==> config.mk <==
export PLATFORM = sky130hd
export DESIGN_NAME = cpuTop
export DESIGN_NICKNAME = d
export VERILOG_FILES = /design/src/common/cpuPkg.sv /design/src/common/ctrlIf.sv /design/src/source/cpuTop.sv /design/src/source/writeBack.sv /design/src/source/pcUnit.sv /design/src/source/alu.sv /design/src/source/regFile.sv /design/src/source/control.sv
export SDC_FILE = /design/constraint.sdc
export NUM_CORES = 1
export LEC_CHECK = 0
export BUFFER_PORTS_ARGS = -buffer_cell sky130_fd_sc_hd__buf_2
export CORE_UTILIZATION = 45
export DETAILED_ROUTE_END_ITERATION = 8
export REMOVE_ABC_BUFFERS = 1
export SYNTH_ARGS = -nofsm -noshare
export SYNTH_HDL_FRONTEND = slang
export SYNTH_SLANG_ARGS = --single-unit
==> constraint.sdc <==
create_clock -name clk -period 14 [get_ports clk]
set_clock_uncertainty 0.05 [all_clocks]
set_input_delay 0.7 -clock clk [delete_from_list [all_inputs] [get_ports clk]]
set_output_delay 0.7 -clock clk [all_outputs]
set_load 0.1 [all_outputs]
==> src/common/cpuPkg.sv <==
package cpuPkg;

    typedef logic [15:0] dataWordT;
    typedef logic [3:0]  regIdxT;
    typedef logic [3:0]  opcodeT;
    typedef logic [2:0]  aluOpT;
    typedef logic [2:0]  condT;
    typedef logic [2:0]  flagsT;     // {Z, V, N}

    localparam int FlagZ = 2;
    localparam int FlagV = 1;
    localparam int FlagN = 0;

    // Opcodes with bit 15 set; 0xxx is the ALU group
    localparam opcodeT OpLoad      = 4'b1000;
    localparam opcodeT OpStore     = 4'b1001;
    localparam opcodeT OpLlb       = 4'b1010;
    localparam opcodeT OpLhb       = 4'b1011;
    localparam opcodeT OpBranch    = 4'b1100;
    localparam opcodeT OpBranchReg = 4'b1101;
    localparam opcodeT OpPcs       = 4'b1110;
    localparam opcodeT OpHalt      = 4'b1111;

    localparam aluOpT AluAdd = 3'b000;
    localparam aluOpT AluSub = 3'b001;
    localparam aluOpT AluXor = 3'b010;
    localparam aluOpT AluAnd = 3'b011;
    localparam aluOpT AluSll = 3'b100;
    localparam aluOpT AluSra = 3'b101;
    localparam aluOpT AluRor = 3'b110;
    localparam aluOpT AluOr  = 3'b111;

    localparam condT CondNe     = 3'b000;
    localparam condT CondEq     = 3'b001;
    localparam condT CondGt     = 3'b010;
    localparam condT CondLt     = 3'b011;
    localparam condT CondGe     = 3'b100;
    localparam condT CondLe     = 3'b101;
    localparam condT CondOv     = 3'b110;
    localparam condT CondAlways = 3'b111;

endpackage
==> src/common/ctrlIf.sv <==
`timescale 1ns/1ps

interface ctrlIf;

    logic          regDst;
    logic          branch;
    logic          branchReg;
    logic          memRead;
    logic          memToReg;
    logic          aluSrc;
    logic          memWrite;
    logic          memHalf;
    logic          regWrite;
    logic          pcSave;
    logic          halt;
    cpuPkg::aluOpT aluOp;

    modport decoder (output regDst, branch, branchReg, memRead, memToReg, aluSrc,
                     memWrite, memHalf, regWrite, pcSave, halt, aluOp);

    modport exec (input aluSrc, aluOp, memRead, memWrite, regWrite);

    modport result (input regDst, memToReg, memHalf, pcSave);

    modport pc (input branch, branchReg, halt);

endinterface

==> src/source/cpuTop.sv <==
`timescale 1ns/1ps

module cpuTop #(
    parameter cpuPkg::dataWordT resetPc = 16'h0000
) (
    input  logic             clk,
    input  logic             rstN,
    output cpuPkg::dataWordT instrAddr,
    input  cpuPkg::dataWordT instr,
    output cpuPkg::dataWordT dataAddr,
    output cpuPkg::dataWordT dataWrData,
    output logic             dataRe,
    output logic             dataWe,
    input  cpuPkg::dataWordT dataRdData,
    output logic             halted
);

    cpuPkg::opcodeT   opcode;
    cpuPkg::regIdxT   rd;
    cpuPkg::regIdxT   rs;
    cpuPkg::regIdxT   rt;
    cpuPkg::regIdxT   rdAddrB;
    logic             readsRd;
    cpuPkg::dataWordT rdDataA;
    cpuPkg::dataWordT rdDataB;
    cpuPkg::dataWordT aluResult;
    cpuPkg::flagsT    flags;
    cpuPkg::dataWordT pcNext2;
    cpuPkg::dataWordT wrData;
    logic             retire;

    ctrlIf ctrlBus ();

    assign opcode = instr[15:12];
    assign rd     = instr[11:8];
    assign rs     = instr[7:4];
    assign rt     = instr[3:0];

    // SW, LLB and LHB need the current rd value
    assign readsRd = (opcode == cpuPkg::OpStore) || (opcode == cpuPkg::OpLlb) ||
                     (opcode == cpuPkg::OpLhb);
    assign rdAddrB = readsRd ? rd : rt;

    control i_control (.opcode(opcode), .funct(instr[14:12]), .ctrl(ctrlBus.decoder));

    regFile i_regFile (.clk(clk), .rstN(rstN), .rdAddrA(rs), .rdAddrB(rdAddrB),
                       .rdDataA(rdDataA), .rdDataB(rdDataB),
                       .wrEn(ctrlBus.regWrite & retire), .wrAddr(rd), .wrData(wrData));

    alu i_alu (.clk(clk), .rstN(rstN), .ctrl(ctrlBus.exec), .srcA(rdDataA), .srcB(rdDataB),
               .imm(rt), .result(aluResult), .flags(flags), .retire(retire));

    pcUnit #(.resetPc(resetPc)) i_pcUnit (
        .clk(clk), .rstN(rstN), .ctrl(ctrlBus.pc), .cond(instr[11:9]),
        .offset(instr[8:0]), .target(rdDataA), .flags(flags), .pc(instrAddr),
        .pcNext2(pcNext2), .halted(halted), .retire(retire));

    writeBack i_writeBack (.ctrl(ctrlBus.result), .aluResult(aluResult), .memData(dataRdData),
                           .rdOld(rdDataB), .pcNext2(pcNext2), .byteImm(instr[7:0]),
                           .wrData(wrData));

    assign dataAddr   = aluResult;
    assign dataWrData = rdDataB;
    assign dataRe     = ctrlBus.memRead;
    assign dataWe     = ctrlBus.memWrite & retire;   // No stores once halted

endmodule

==> src/source/writeBack.sv <==
`timescale 1ns/1ps

module writeBack (
    ctrlIf.result            ctrl,
    input  cpuPkg::dataWordT aluResult,
    input  cpuPkg::dataWordT memData,
    input  cpuPkg::dataWordT rdOld,
    input  cpuPkg::dataWordT pcNext2,
    input  logic [7:0]       byteImm,
    output cpuPkg::dataWordT wrData
);

    cpuPkg::dataWordT byteMerged;

    // LHB keeps the low byte, LLB keeps the high byte
    assign byteMerged = ctrl.memHalf ? {byteImm, rdOld[7:0]}
                                     : {rdOld[15:8], byteImm};

    always_comb begin
        if (ctrl.memToReg) begin
            wrData = memData;
        end else if (ctrl.pcSave) begin
            wrData = pcNext2;
        end else if (!ctrl.regDst) begin
            wrData = byteMerged;             // LLB or LHB
        end else begin
            wrData = aluResult;
        end
    end

endmodule

==> src/source/pcUnit.sv <==
`timescale 1ns/1ps

module pcUnit #(
    parameter cpuPkg::dataWordT resetPc = 16'h0000
) (
    input  logic             clk,
    input  logic             rstN,
    ctrlIf.pc                ctrl,
    input  cpuPkg::condT     cond,
    input  logic [8:0]       offset,
    input  cpuPkg::dataWordT target,
    input  cpuPkg::flagsT    flags,
    output cpuPkg::dataWordT pc,
    output cpuPkg::dataWordT pcNext2,
    output logic             halted,
    output logic             retire
);

    logic             zf;
    logic             vf;
    logic             nf;
    logic             condMet;
    cpuPkg::dataWordT relTarget;
    cpuPkg::dataWordT pcNext;

    assign zf = flags[cpuPkg::FlagZ];
    assign vf = flags[cpuPkg::FlagV];
    assign nf = flags[cpuPkg::FlagN];

    always_comb begin
        case (cond)
            cpuPkg::CondNe: condMet = ~zf;
            cpuPkg::CondEq: condMet = zf;
            cpuPkg::CondGt: condMet = ~zf & ~nf;
            cpuPkg::CondLt: condMet = nf;
            cpuPkg::CondGe: condMet = ~nf;
            cpuPkg::CondLe: condMet = zf | nf;
            cpuPkg::CondOv: condMet = vf;
            default:        condMet = 1'b1;
        endcase
    end

    assign pcNext2   = pc + 16'd2;
    assign relTarget = pcNext2 + {{6{offset[8]}}, offset, 1'b0};

    always_comb begin
        pcNext = pcNext2;
        if (halted || ctrl.halt) begin
            pcNext = pc;                     // Hold on HLT
        end else if (ctrl.branch && condMet) begin
            pcNext = ctrl.branchReg ? target : relTarget;
        end
    end

    always_ff @(posedge clk or negedge rstN) begin
        if (!rstN) begin
            pc     <= resetPc;
            halted <= 1'b0;
        end else begin
            pc <= pcNext;
            if (ctrl.halt) begin
                halted <= 1'b1;              // Sticky until reset
            end
        end
    end

    assign retire = ~halted;

endmodule

==> src/source/alu.sv <==
`timescale 1ns/1ps

module alu (
    input  logic             clk,
    input  logic             rstN,
    ctrlIf.exec              ctrl,
    input  cpuPkg::dataWordT srcA,
    input  cpuPkg::dataWordT srcB,
    input  cpuPkg::regIdxT   imm,
    output cpuPkg::dataWordT result,
    output cpuPkg::flagsT    flags,
    input  logic             retire
);

    cpuPkg::dataWordT immOff;
    cpuPkg::dataWordT opB;
    cpuPkg::dataWordT aluOut;
    cpuPkg::dataWordT sraOut;
    logic [31:0]      rotWide;
    logic             addOvf;
    logic             subOvf;
    logic             isAluInstr;
    cpuPkg::flagsT    flagsQ;

    assign immOff = {{11{imm[3]}}, imm, 1'b0};   // Word offset in bytes
    assign opB    = ctrl.aluSrc ? srcB : immOff;

    assign sraOut  = $signed(srcA) >>> imm;
    assign rotWide = {srcA, srcA} >> imm;

    always_comb begin
        case (ctrl.aluOp)
            cpuPkg::AluAdd: aluOut = srcA + opB;
            cpuPkg::AluSub: aluOut = srcA - opB;
            cpuPkg::AluXor: aluOut = srcA ^ opB;
            cpuPkg::AluAnd: aluOut = srcA & opB;
            cpuPkg::AluSll: aluOut = srcA << imm;
            cpuPkg::AluSra: aluOut = sraOut;
            cpuPkg::AluRor: aluOut = rotWide[15:0];
            default:        aluOut = srcA | opB;
        endcase
    end

    assign addOvf = (srcA[15] == opB[15]) && (aluOut[15] != srcA[15]);
    assign subOvf = (srcA[15] != opB[15]) && (aluOut[15] != srcA[15]);

    // Loads and stores also use the adder but leave flags alone
    assign isAluInstr = ctrl.aluSrc & ~(ctrl.memRead | ctrl.memWrite);

    always_ff @(posedge clk or negedge rstN) begin
        if (!rstN) begin
            flagsQ <= '0;
        end else if (retire && isAluInstr) begin
            flagsQ[cpuPkg::FlagZ] <= (aluOut == '0);
            if (ctrl.aluOp == cpuPkg::AluAdd) begin
                flagsQ[cpuPkg::FlagV] <= addOvf;
                flagsQ[cpuPkg::FlagN] <= aluOut[15];
            end else if (ctrl.aluOp == cpuPkg::AluSub) begin
                flagsQ[cpuPkg::FlagV] <= subOvf;
                flagsQ[cpuPkg::FlagN] <= aluOut[15];
            end
        end
    end

    assign result = aluOut;
    assign flags  = flagsQ;

endmodule

==> src/source/regFile.sv <==
`timescale 1ns/1ps

module regFile (
    input  logic             clk,
    input  logic             rstN,
    input  cpuPkg::regIdxT   rdAddrA,
    input  cpuPkg::regIdxT   rdAddrB,
    output cpuPkg::dataWordT rdDataA,
    output cpuPkg::dataWordT rdDataB,
    input  logic             wrEn,
    input  cpuPkg::regIdxT   wrAddr,
    input  cpuPkg::dataWordT wrData
);

    cpuPkg::dataWordT regs [16];

    always_ff @(posedge clk or negedge rstN) begin
        if (!rstN) begin
            for (int i = 0; i < 16; i++) begin
                regs[i] <= '0;
            end
        end else if (wrEn) begin
            regs[wrAddr] <= wrData;
        end
    end

    // r0 is hardwired to zero
    assign rdDataA = (rdAddrA == 4'd0) ? '0 : regs[rdAddrA];
    assign rdDataB = (rdAddrB == 4'd0) ? '0 : regs[rdAddrB];

endmodule

==> src/source/control.sv <==
`timescale 1ns/1ps

module control (
    input  cpuPkg::opcodeT opcode,
    input  cpuPkg::aluOpT  funct,
    ctrlIf.decoder         ctrl
);

    always_comb begin
        ctrl.regDst    = 1'b0;
        ctrl.branch    = 1'b0;
        ctrl.branchReg = 1'b0;
        ctrl.memRead   = 1'b0;
        ctrl.memToReg  = 1'b0;
        ctrl.aluSrc    = 1'b0;
        ctrl.memWrite  = 1'b0;
        ctrl.memHalf   = 1'b0;
        ctrl.regWrite  = 1'b0;
        ctrl.pcSave    = 1'b0;
        ctrl.halt      = 1'b0;
        ctrl.aluOp     = cpuPkg::AluAdd;     // Address adder by default

        casez (opcode)
            4'b0???: begin                   // Register ALU ops
                ctrl.regDst   = 1'b1;
                ctrl.aluSrc   = 1'b1;
                ctrl.regWrite = 1'b1;
                ctrl.aluOp    = funct;
            end
            cpuPkg::OpLoad: begin
                ctrl.memRead  = 1'b1;
                ctrl.memToReg = 1'b1;
                ctrl.regWrite = 1'b1;
                ctrl.aluOp    = cpuPkg::AluAdd;
            end
            cpuPkg::OpStore: begin
                ctrl.memWrite = 1'b1;
                ctrl.aluOp    = cpuPkg::AluAdd;
            end
            cpuPkg::OpLlb: begin
                ctrl.regWrite = 1'b1;        // Low byte merge
            end
            cpuPkg::OpLhb: begin
                ctrl.memHalf  = 1'b1;        // High byte merge
                ctrl.regWrite = 1'b1;
            end
            cpuPkg::OpBranch: begin
                ctrl.branch = 1'b1;
            end
            cpuPkg::OpBranchReg: begin
                ctrl.branch    = 1'b1;
                ctrl.branchReg = 1'b1;
            end
            cpuPkg::OpPcs: begin
                // rd takes the return address
                ctrl.pcSave   = 1'b1;
                ctrl.regWrite = 1'b1;
            end
            cpuPkg::OpHalt: begin
                ctrl.halt = 1'b1;
            end
            default: begin
                ctrl.halt = 1'b0;
            end
        endcase
    end

endmodule

==> results of run 1 <==
[cell type report]
cell class	instances	area, µm²	area share [%]
multi-input cells	2151	15350	59.91
flip-flops and latches	276	6907	26.96
repair buffers	168	1070	4.176
clock buffers	49	1008	3.936
well taps	680	850.8	3.321
inverters	81	304.0	1.187
clock inverters	11	126.4	0.4933
diodes	2	5.005	0.01954
[final timing paths]
| path | from | to | slack, ns | cells past startpoint |
|---|---|---|---|---|
| min in group clk | i_regFile.regs[240] | i_regFile.regs[240] | 0.43 | 2 |
| setup reg to reg | i_regFile.regs[194] | i_regFile.regs[107] | 7.64 | 21 |
| hold reg to reg | i_regFile.regs[240] | i_regFile.regs[240] | 0.43 | 2 |
| max in group asynchronous | rstN | i_regFile.regs[191] | 11.72 | 3 |
| setup / recovery | instr[15] | dataAddr[15] | 4.58 | 28 |
| hold / removal | rstN | i_regFile.regs[178] | 0.08 | 1 |
[cell usage in the layout, fill, tap and decap left out, types with 77 or more instances in the layout]
cell,n
a21oi_1,152
nand2b_1,83
mux2_2,198
dfrtp_1,276
buf_2,81
buf_4,85
o21ai_0,158
inv_1,77
nand2_1,316
nand3_1,107
mux2i_1,108
a22oi_1,83
nor2_1,179
[layer usage]
| metal | GRT usage, % | share of wire [%] | vias up |
|---|---|---|---|
| li1 | - | - | 10190 |
| met1 | 54.53 | 40 | 12020 |
| met2 | 61.77 | 44 | 1550 |
| met3 | 7.341 | 9.8 | 343 |
| met4 | 22.89 | 6.5 | 0 |
| met5 | 0 | 0 | - |
[critical path, cell delays in order]
cell       delay [ns]
buf_2            0.08
buf_4            0.42
nor2b_4          0.58
buf_4            0.54
nand3_2          0.43
buf_4            0.41
nand2_1          0.10
buf_4            0.41
mux2i_1          0.27
o32a_1           0.16
nand3_1          0.48
o21bai_1         0.41
inv_1            0.15
nor2_1           0.20
a21oi_1          0.11
xnor2_1          0.19
ha_1             0.39
o21a_1           0.23
nor2_1           0.09
nor2_1           0.06
o21a_1           0.16
o22a_1           0.20
a21o_1           0.19
a21oi_1          0.21
xnor2_1          0.15
a2111oi_2        0.49
or3_1            0.27
buf_2            0.47
[state kept, by name (all words and copies together) (netlist names)]
signal / flops
i_regFile.regs: 256
i_pcUnit.pc: 16
i_alu.flags: 3
i_pcUnit.halted: 1
[where the power goes]
| part | switching, mW | total [mW] | leakage (nW) | internal, mW |
|---|---|---|---|---|
| clock | 0.367 | 0.908 | 0.562 | 0.540 |
| combinational | 1.51 | 2.24 | 6.72 | 0.725 |
| sequential | 0.273 | 1.32 | 3.59 | 1.05 |
| total | 2.15 | 4.47 | 10.9 | 2.31 |
[cells by family after synthesis]
group | count (synthesis) | synth area share (%)
buf+inv | 315 | 5.576
xor+xnor | 52 | 1.942
mux | 352 | 18.54
flops | 276 | 29.45
fa+ha+maj | 66 | 3.575
simple gates | 872 | 17.40
compound gates | 809 | 23.52
==> metrics list, run 1 <==
* Async set-reset flop share out of synthesis: 100.0%
* DRC violation count after routing: 0
- Signal arrival time at the worst endpoint: 8.67 ns
* Pwr Density: 174.3 nW/µm²
* Maximum clock path buffer count: 3
- The post-route netlist has 18.75% of its cells at a drive strength greater than 1.
- Post-route design area: 25620 µm²
- Dpl cells: 3356
* Setup TNS: 0 ns
- Max_slew headroom: -0.2264%
- In the post-route analysis, the smallest setup slack over all paths is 4.580 ns.
- Across the VDD grid, the largest voltage drop is 0.1119 mV.
- DP HPWL: 78420 µm
- GRT Total Usage: 40.69%
- Portion of synthesized cell area occupied by the leading cell type: 29.45%
- Worst slew pin tran: 1.490 ns
* Average wire length per cell after detail routing: 32.20 µm
* Wire length after detailed routing: 110100 µm
- IO Pins: 85
- Setup repair after global routing left no endpoint under its margin.
* Pwr Total: 4.466 mW
- Leakage: 10.87 nW
- Fmax: 106.2 MHz
- Std-Cell Core Area: 51410 µm²
- TritonCTS buffer count: 34
- Share of the clock period used by the worst path: 67.29%
- CTS resizes: 0
- Timing analysis after detailed placement gives a worst setup slack of 4.793 ns.
* Total number of nets in the final design: 2811
* Number of hold-slack violations in the final timing report: 0
* Crit start category: input pin
- Using the TritonRoute via totals, the vias-per-cell ratio works out to 7.052.
* Initial standard-cell utilization of the core: 45.62%
- EDFF count, synth: 0
* Vias: 24100
- Gpl congestion: 1.083
- Buffers added to address setup during post-CTS repair amount to 0.
- DIE WIDTH: 230.3 µm
- Counting every sink on the clock net gives 276.
- After synthesis, the netlist uses 88 different library cells.
- Starting DRC count in detailed routing: 3291
- During synthesis, Yosys emitted a total of 0 warnings.
- The first detailed-routing pass ran for 6 iterations.
- Antenna violation net count after detailed routing: 0
* Largest net degree at the start of global routing: 107
- Cells fill 49.84% of the core in the end.
- Row cnt: 83
* Endpoint class of the critical path: primary output
- Dominant cell by count in the synthesized netlist: nand2_1
- Signed area change from the synthesized netlist to the final layout: 9.252%
- Across the run, the number of max-cap violations was 1.
- Excluding fillers, the count of instances in the completed layout stands at 3418.
- The min-delay analysis places its worst path in the category input pin to async pin.
* H-Tree Depth: 2
* Crit path time final: 9.420 ns
* Clock transition time at the flip-flop clock pins of the worst setup and hold paths: 0.06 ns
* Critical setup path kind: input pin to primary output
* Number of pins exceeding their max-slew limit in the final report: 1
- Hold is met by 0.08468 ns.
- After clock tree synthesis, the flow added hold-fix buffers numbering 0.
- Die Outline Area: 53030 µm²
* Number of standard cells after synthesis: 2742
- Clock insertion delay at the later pin of the skew report: 0.56 ns
- Wire length of the first global-routing pass: 158900 µm
- Fill cells in the final layout number 4924.
- Number of buffers inserted by port buffering: 84
- STA puts the critical path data required time at 13.25 ns.
- Maximum fanout encountered on the critical timing path: 45
- Final global-route overflow total: 0
- In the post-synthesis netlist, the biggest area contributors are dfrtp_1 29%, mux2_2 9.5%, nand2_1 5.1%.
* Cell chosen for the clock root: clkbuf_16
* Synth top cells by count: 319 x nand2_1, 276 x dfrtp_1, 198 x mux2_2
* Dominant cell type by area after synthesis: dfrtp_1
- Measured along the y axis, the die boundary spans 230.3 µm.
- Number of global-route vias before repair: 22700
* Final setup violation count: 0
- Of the synthesized area, sequential elements account for 29.45%.
* Per-instance average area after synthesis: 8.552 µm²
- CTS tree: built
* Violations in the final reports: max-capacitance violations, max-slew violations
- After detailed placement, the total cell area comes to 24480 µm².
* Result of the run: finished, violations left
* Post-synth top flop: dfrtp_1
- Register bit count reported by yosys: 276
* Number of antenna violations at the first check in global routing: 1
- Area of the mapped netlist: 23450 µm²
Power figures use the tool's default switching activity.
==> inputs of run 2 (changes only) <==
==> constraint.sdc (replaced) <==
create_clock -name clk -period 8.09 [get_ports clk]
set_clock_uncertainty 0.05 [all_clocks]
set_input_delay 0.4045 -clock clk [delete_from_list [all_inputs] [get_ports clk]]
set_output_delay 0.4045 -clock clk [all_outputs]
set_load 0.1 [all_outputs]
==> metrics list, run 2 (synthesized netlist as in run 1, its figures left out) <==
- The flow ran to the end, and the final reports show no timing, DRC or antenna violations.
- Fraction of layout cells with a size suffix above 1: 20.17% (+1.4 points)
- Share of the core filled with cells: 50.92% (+1.1 points)
* First-pass DRT Iterations: 6 (unchanged)
- The worst setup path is launched from an input pin.
- The number of buffers inserted during clock tree synthesis came to 35 (+2.9%).
- The final max-slew violation count came to 0 (-1).
- Pwr Density: 303.4 nW/µm² (+74%)
* Post-route design area: 26170 µm² (+2.2%)
- Clock net sink count: 276 (unchanged)
* Dpl cell area: 24990 µm² (+2.1%)
- The standby leakage power is 11.19 nW (+2.9%).
- Maximum clock path buffer count: 3 (unchanged)
* DP HPWL: 83760 µm (+6.8%)
- The die area is 53030 µm² (unchanged).
- Counting stages on the worst path, the most repeated cell is buf_4.
* H-Tree Depth: 2 (unchanged)
- The width of the chip came to 230.3 µm (unchanged).
- The number of nets with antenna violations after detailed routing came to 0 (unchanged).
* Met3 layer usage reported by global route: 10.65% (+3.3 points)
- The library cell used most frequently in the layout, excluding fill and tap cells, is nand2_1.
* Clock transition time at the flip-flop clock pins of the worst setup and hold paths: 0.08 ns (+0.02 ns)
- Largest net degree at the start of global routing: 160 (+50%)
- The overall fraction of global-route tracks in use was 43.28% (+2.6 points).
- IO Pins: 85 (unchanged)
- DRC violation count after routing: 0 (unchanged)
- Gpl congestion: 1.077 (-0.52%)
- CTS tree: built
- Fmax: 130.5 MHz
* Most used cells in the layout excluding fill and tap cells: 314 x nand2_1, 276 x dfrtp_1, 198 x mux2_2, 179 x nor2_1, 158 x o21ai_0
- met2 is the most crowded layer.
- Detail-routed via count per cell: 7.075 (+0.32%)
- The maximum ir drop on the vdd rail is 0.1760 mV (+57%).
- The initial core utilization is 45.62% (unchanged).
- The placeable core region came to 51410 µm² (unchanged).
- The actual transition at the worst max-transition pin is 1.285 ns (-0.2046 ns).
- CP Data Required Time: 7.64 ns (-5.61 ns)
- The number of port buffers is 84 (unchanged).
* RSZ-0062 raised after global routing: no
* Signed area change from the synthesized netlist to the final layout: 11.62%
- The via count of the first global-routing pass came to 23790 (+4.8%).
- The delay of the slowest cell on the worst path is 0.50 ns (-0.08 ns).
- The buffers plus inverters on the worst setup path was 6 (-1).
- Signal arrival time at the worst endpoint: 7.21 ns (-1.46 ns)
- The root buffer cell chosen for the clock tree is clkbuf_16.
- Endpoint class of the critical path: primary output
- The final-report hold violation count is 0 (unchanged).
* Wire length of the first global-routing pass: 167700 µm (+5.5%)
* Largest register by flop count: i_regFile.regs
- Share of the clock period used by the worst path: 94.72%
- The slowest stage of the critical path belongs to the cell or2_2.
- Crit path time final: 7.663 ns
* Row cnt: 83 (unchanged)
- The maximum fanout count along the critical path was 19 (-58%).
- Final setup violation count: 0 (unchanged)
* Chip height: 230.3 µm (unchanged)
* Total number of nets in the final design: 2866 (+2.0%)
- The number of flip-flops under the largest register name came to 256 (unchanged).
- The clock latency on the worst-skew pair came to 0.58 ns (+0.02 ns).
* Post-CTS setup buffer count: 0 (unchanged)
- Vias: 24560 (+1.9%)
- The number of filler cells placed in the layout came to 4970 (+0.93%).
- The remaining global-route overflow came to 0 (unchanged).
* Setup slack of the critical path after layout: 0.4272 ns (-4.153 ns)
- Max_slew headroom: 13.54% (+14 points)
- Starting DRC count in detailed routing: 3114 (-5.4%)
* Average wire length per cell after detail routing: 33.34 µm (+3.5%)
- Hold WC Path Type: input pin to async pin
- The max-capacitance violation count is 0 (-1).
- The worst-case setup slack after placement is 0.6428 ns (-4.150 ns).
- Number of antenna violations at the first check in global routing: 3 (+2)
- Global routing usage on met2: 65.12% (+3.4 points)
- The met1 track demand over resource was 55.37% (+0.83 points).
- The total length of routed wires was 115800 µm (+5.2%).
- On the critical path the largest part of the delay comes from compound AO/OA/AOI/OAI gates.
- The setup path with the least slack is of type input pin to primary output.
[run 2: metrics by stage]
stage	setup TNS [ns]	hold WS [ns]	power [mW]	cells
finish	0	0.2907	7.941	3472
global route	0	0.3224	8.269	3472
CTS	0	0.3097	7.842	3471
detailed placement	0	0.3192	6.217	3409
global placement	0	0.3100	6.157	3409
floorplan	-420.89	0.05891	4.801	2508
[run 2: area by class of cell]
| type | count | area [µm²] | area share [%] |
|---|---|---|---|
| inverter | 81 | 304.0 | 1.162 |
| tap | 680 | 850.8 | 3.251 |
| clock inverter | 12 | 158.9 | 0.6071 |
| sequential | 276 | 6907 | 26.39 |
| timing repair buffer | 222 | 1623 | 6.200 |
| multi-input combinational | 2151 | 15320 | 58.53 |
| clock buffer | 49 | 1008 | 3.853 |
| antenna | 1 | 2.502 | 0.009561 |
[run 2: power by group]
part	switching, mW	total [mW]	internal, mW
clock network	0.675	1.62	0.942
logic	2.68	4.05	1.37
registers	0.458	2.28	1.82
[run 2: what timing repair did]
action	4_1_cts	5_1_grt
resized for setup	0	0
hold buffers	1	0
endpoints found under the hold margin	44	0
[run 2: layer usage]
layer / vias to the layer above / wire length, µm
li1: 10280 / -
met1: 12120 / 44160
met2: 1718 / 50000
met3: 443 / 12980
met4: 2 / 8606
met5: - / 16
[run 2: worst paths after layout]
| path | startpoint | endpoint | slack [ns] | depth (start not counted) |
|---|---|---|---|---|
| min in group clk | dataRdData[7] | i_regFile.regs[135] | 0.34 | 4 |
| setup / recovery | instr[12] | dataAddr[15] | 0.43 | 25 |
| setup reg to reg | i_regFile.regs[192] | i_regFile.regs[47] | 1.54 | 23 |
| hold / removal | rstN | i_regFile.regs[243] | 0.29 | 2 |
| max in group asynchronous | rstN | i_regFile.regs[127] | 6.33 | 3 |
| hold reg to reg | i_regFile.regs[253] | i_regFile.regs[253] | 0.44 | 2 |
[run 2: worst register-to-register path, delay by kind of cell, from the launching register on]
family	cells	cell delay [ns]
AO/OA/AOI/OAI	13	3.89
AND/OR/NAND/NOR	4	0.81
adder cells (fa/ha/maj)	2	0.56
flip-flops	1	0.51
buffers and inverters	3	0.40
XOR/XNOR	1	0.16
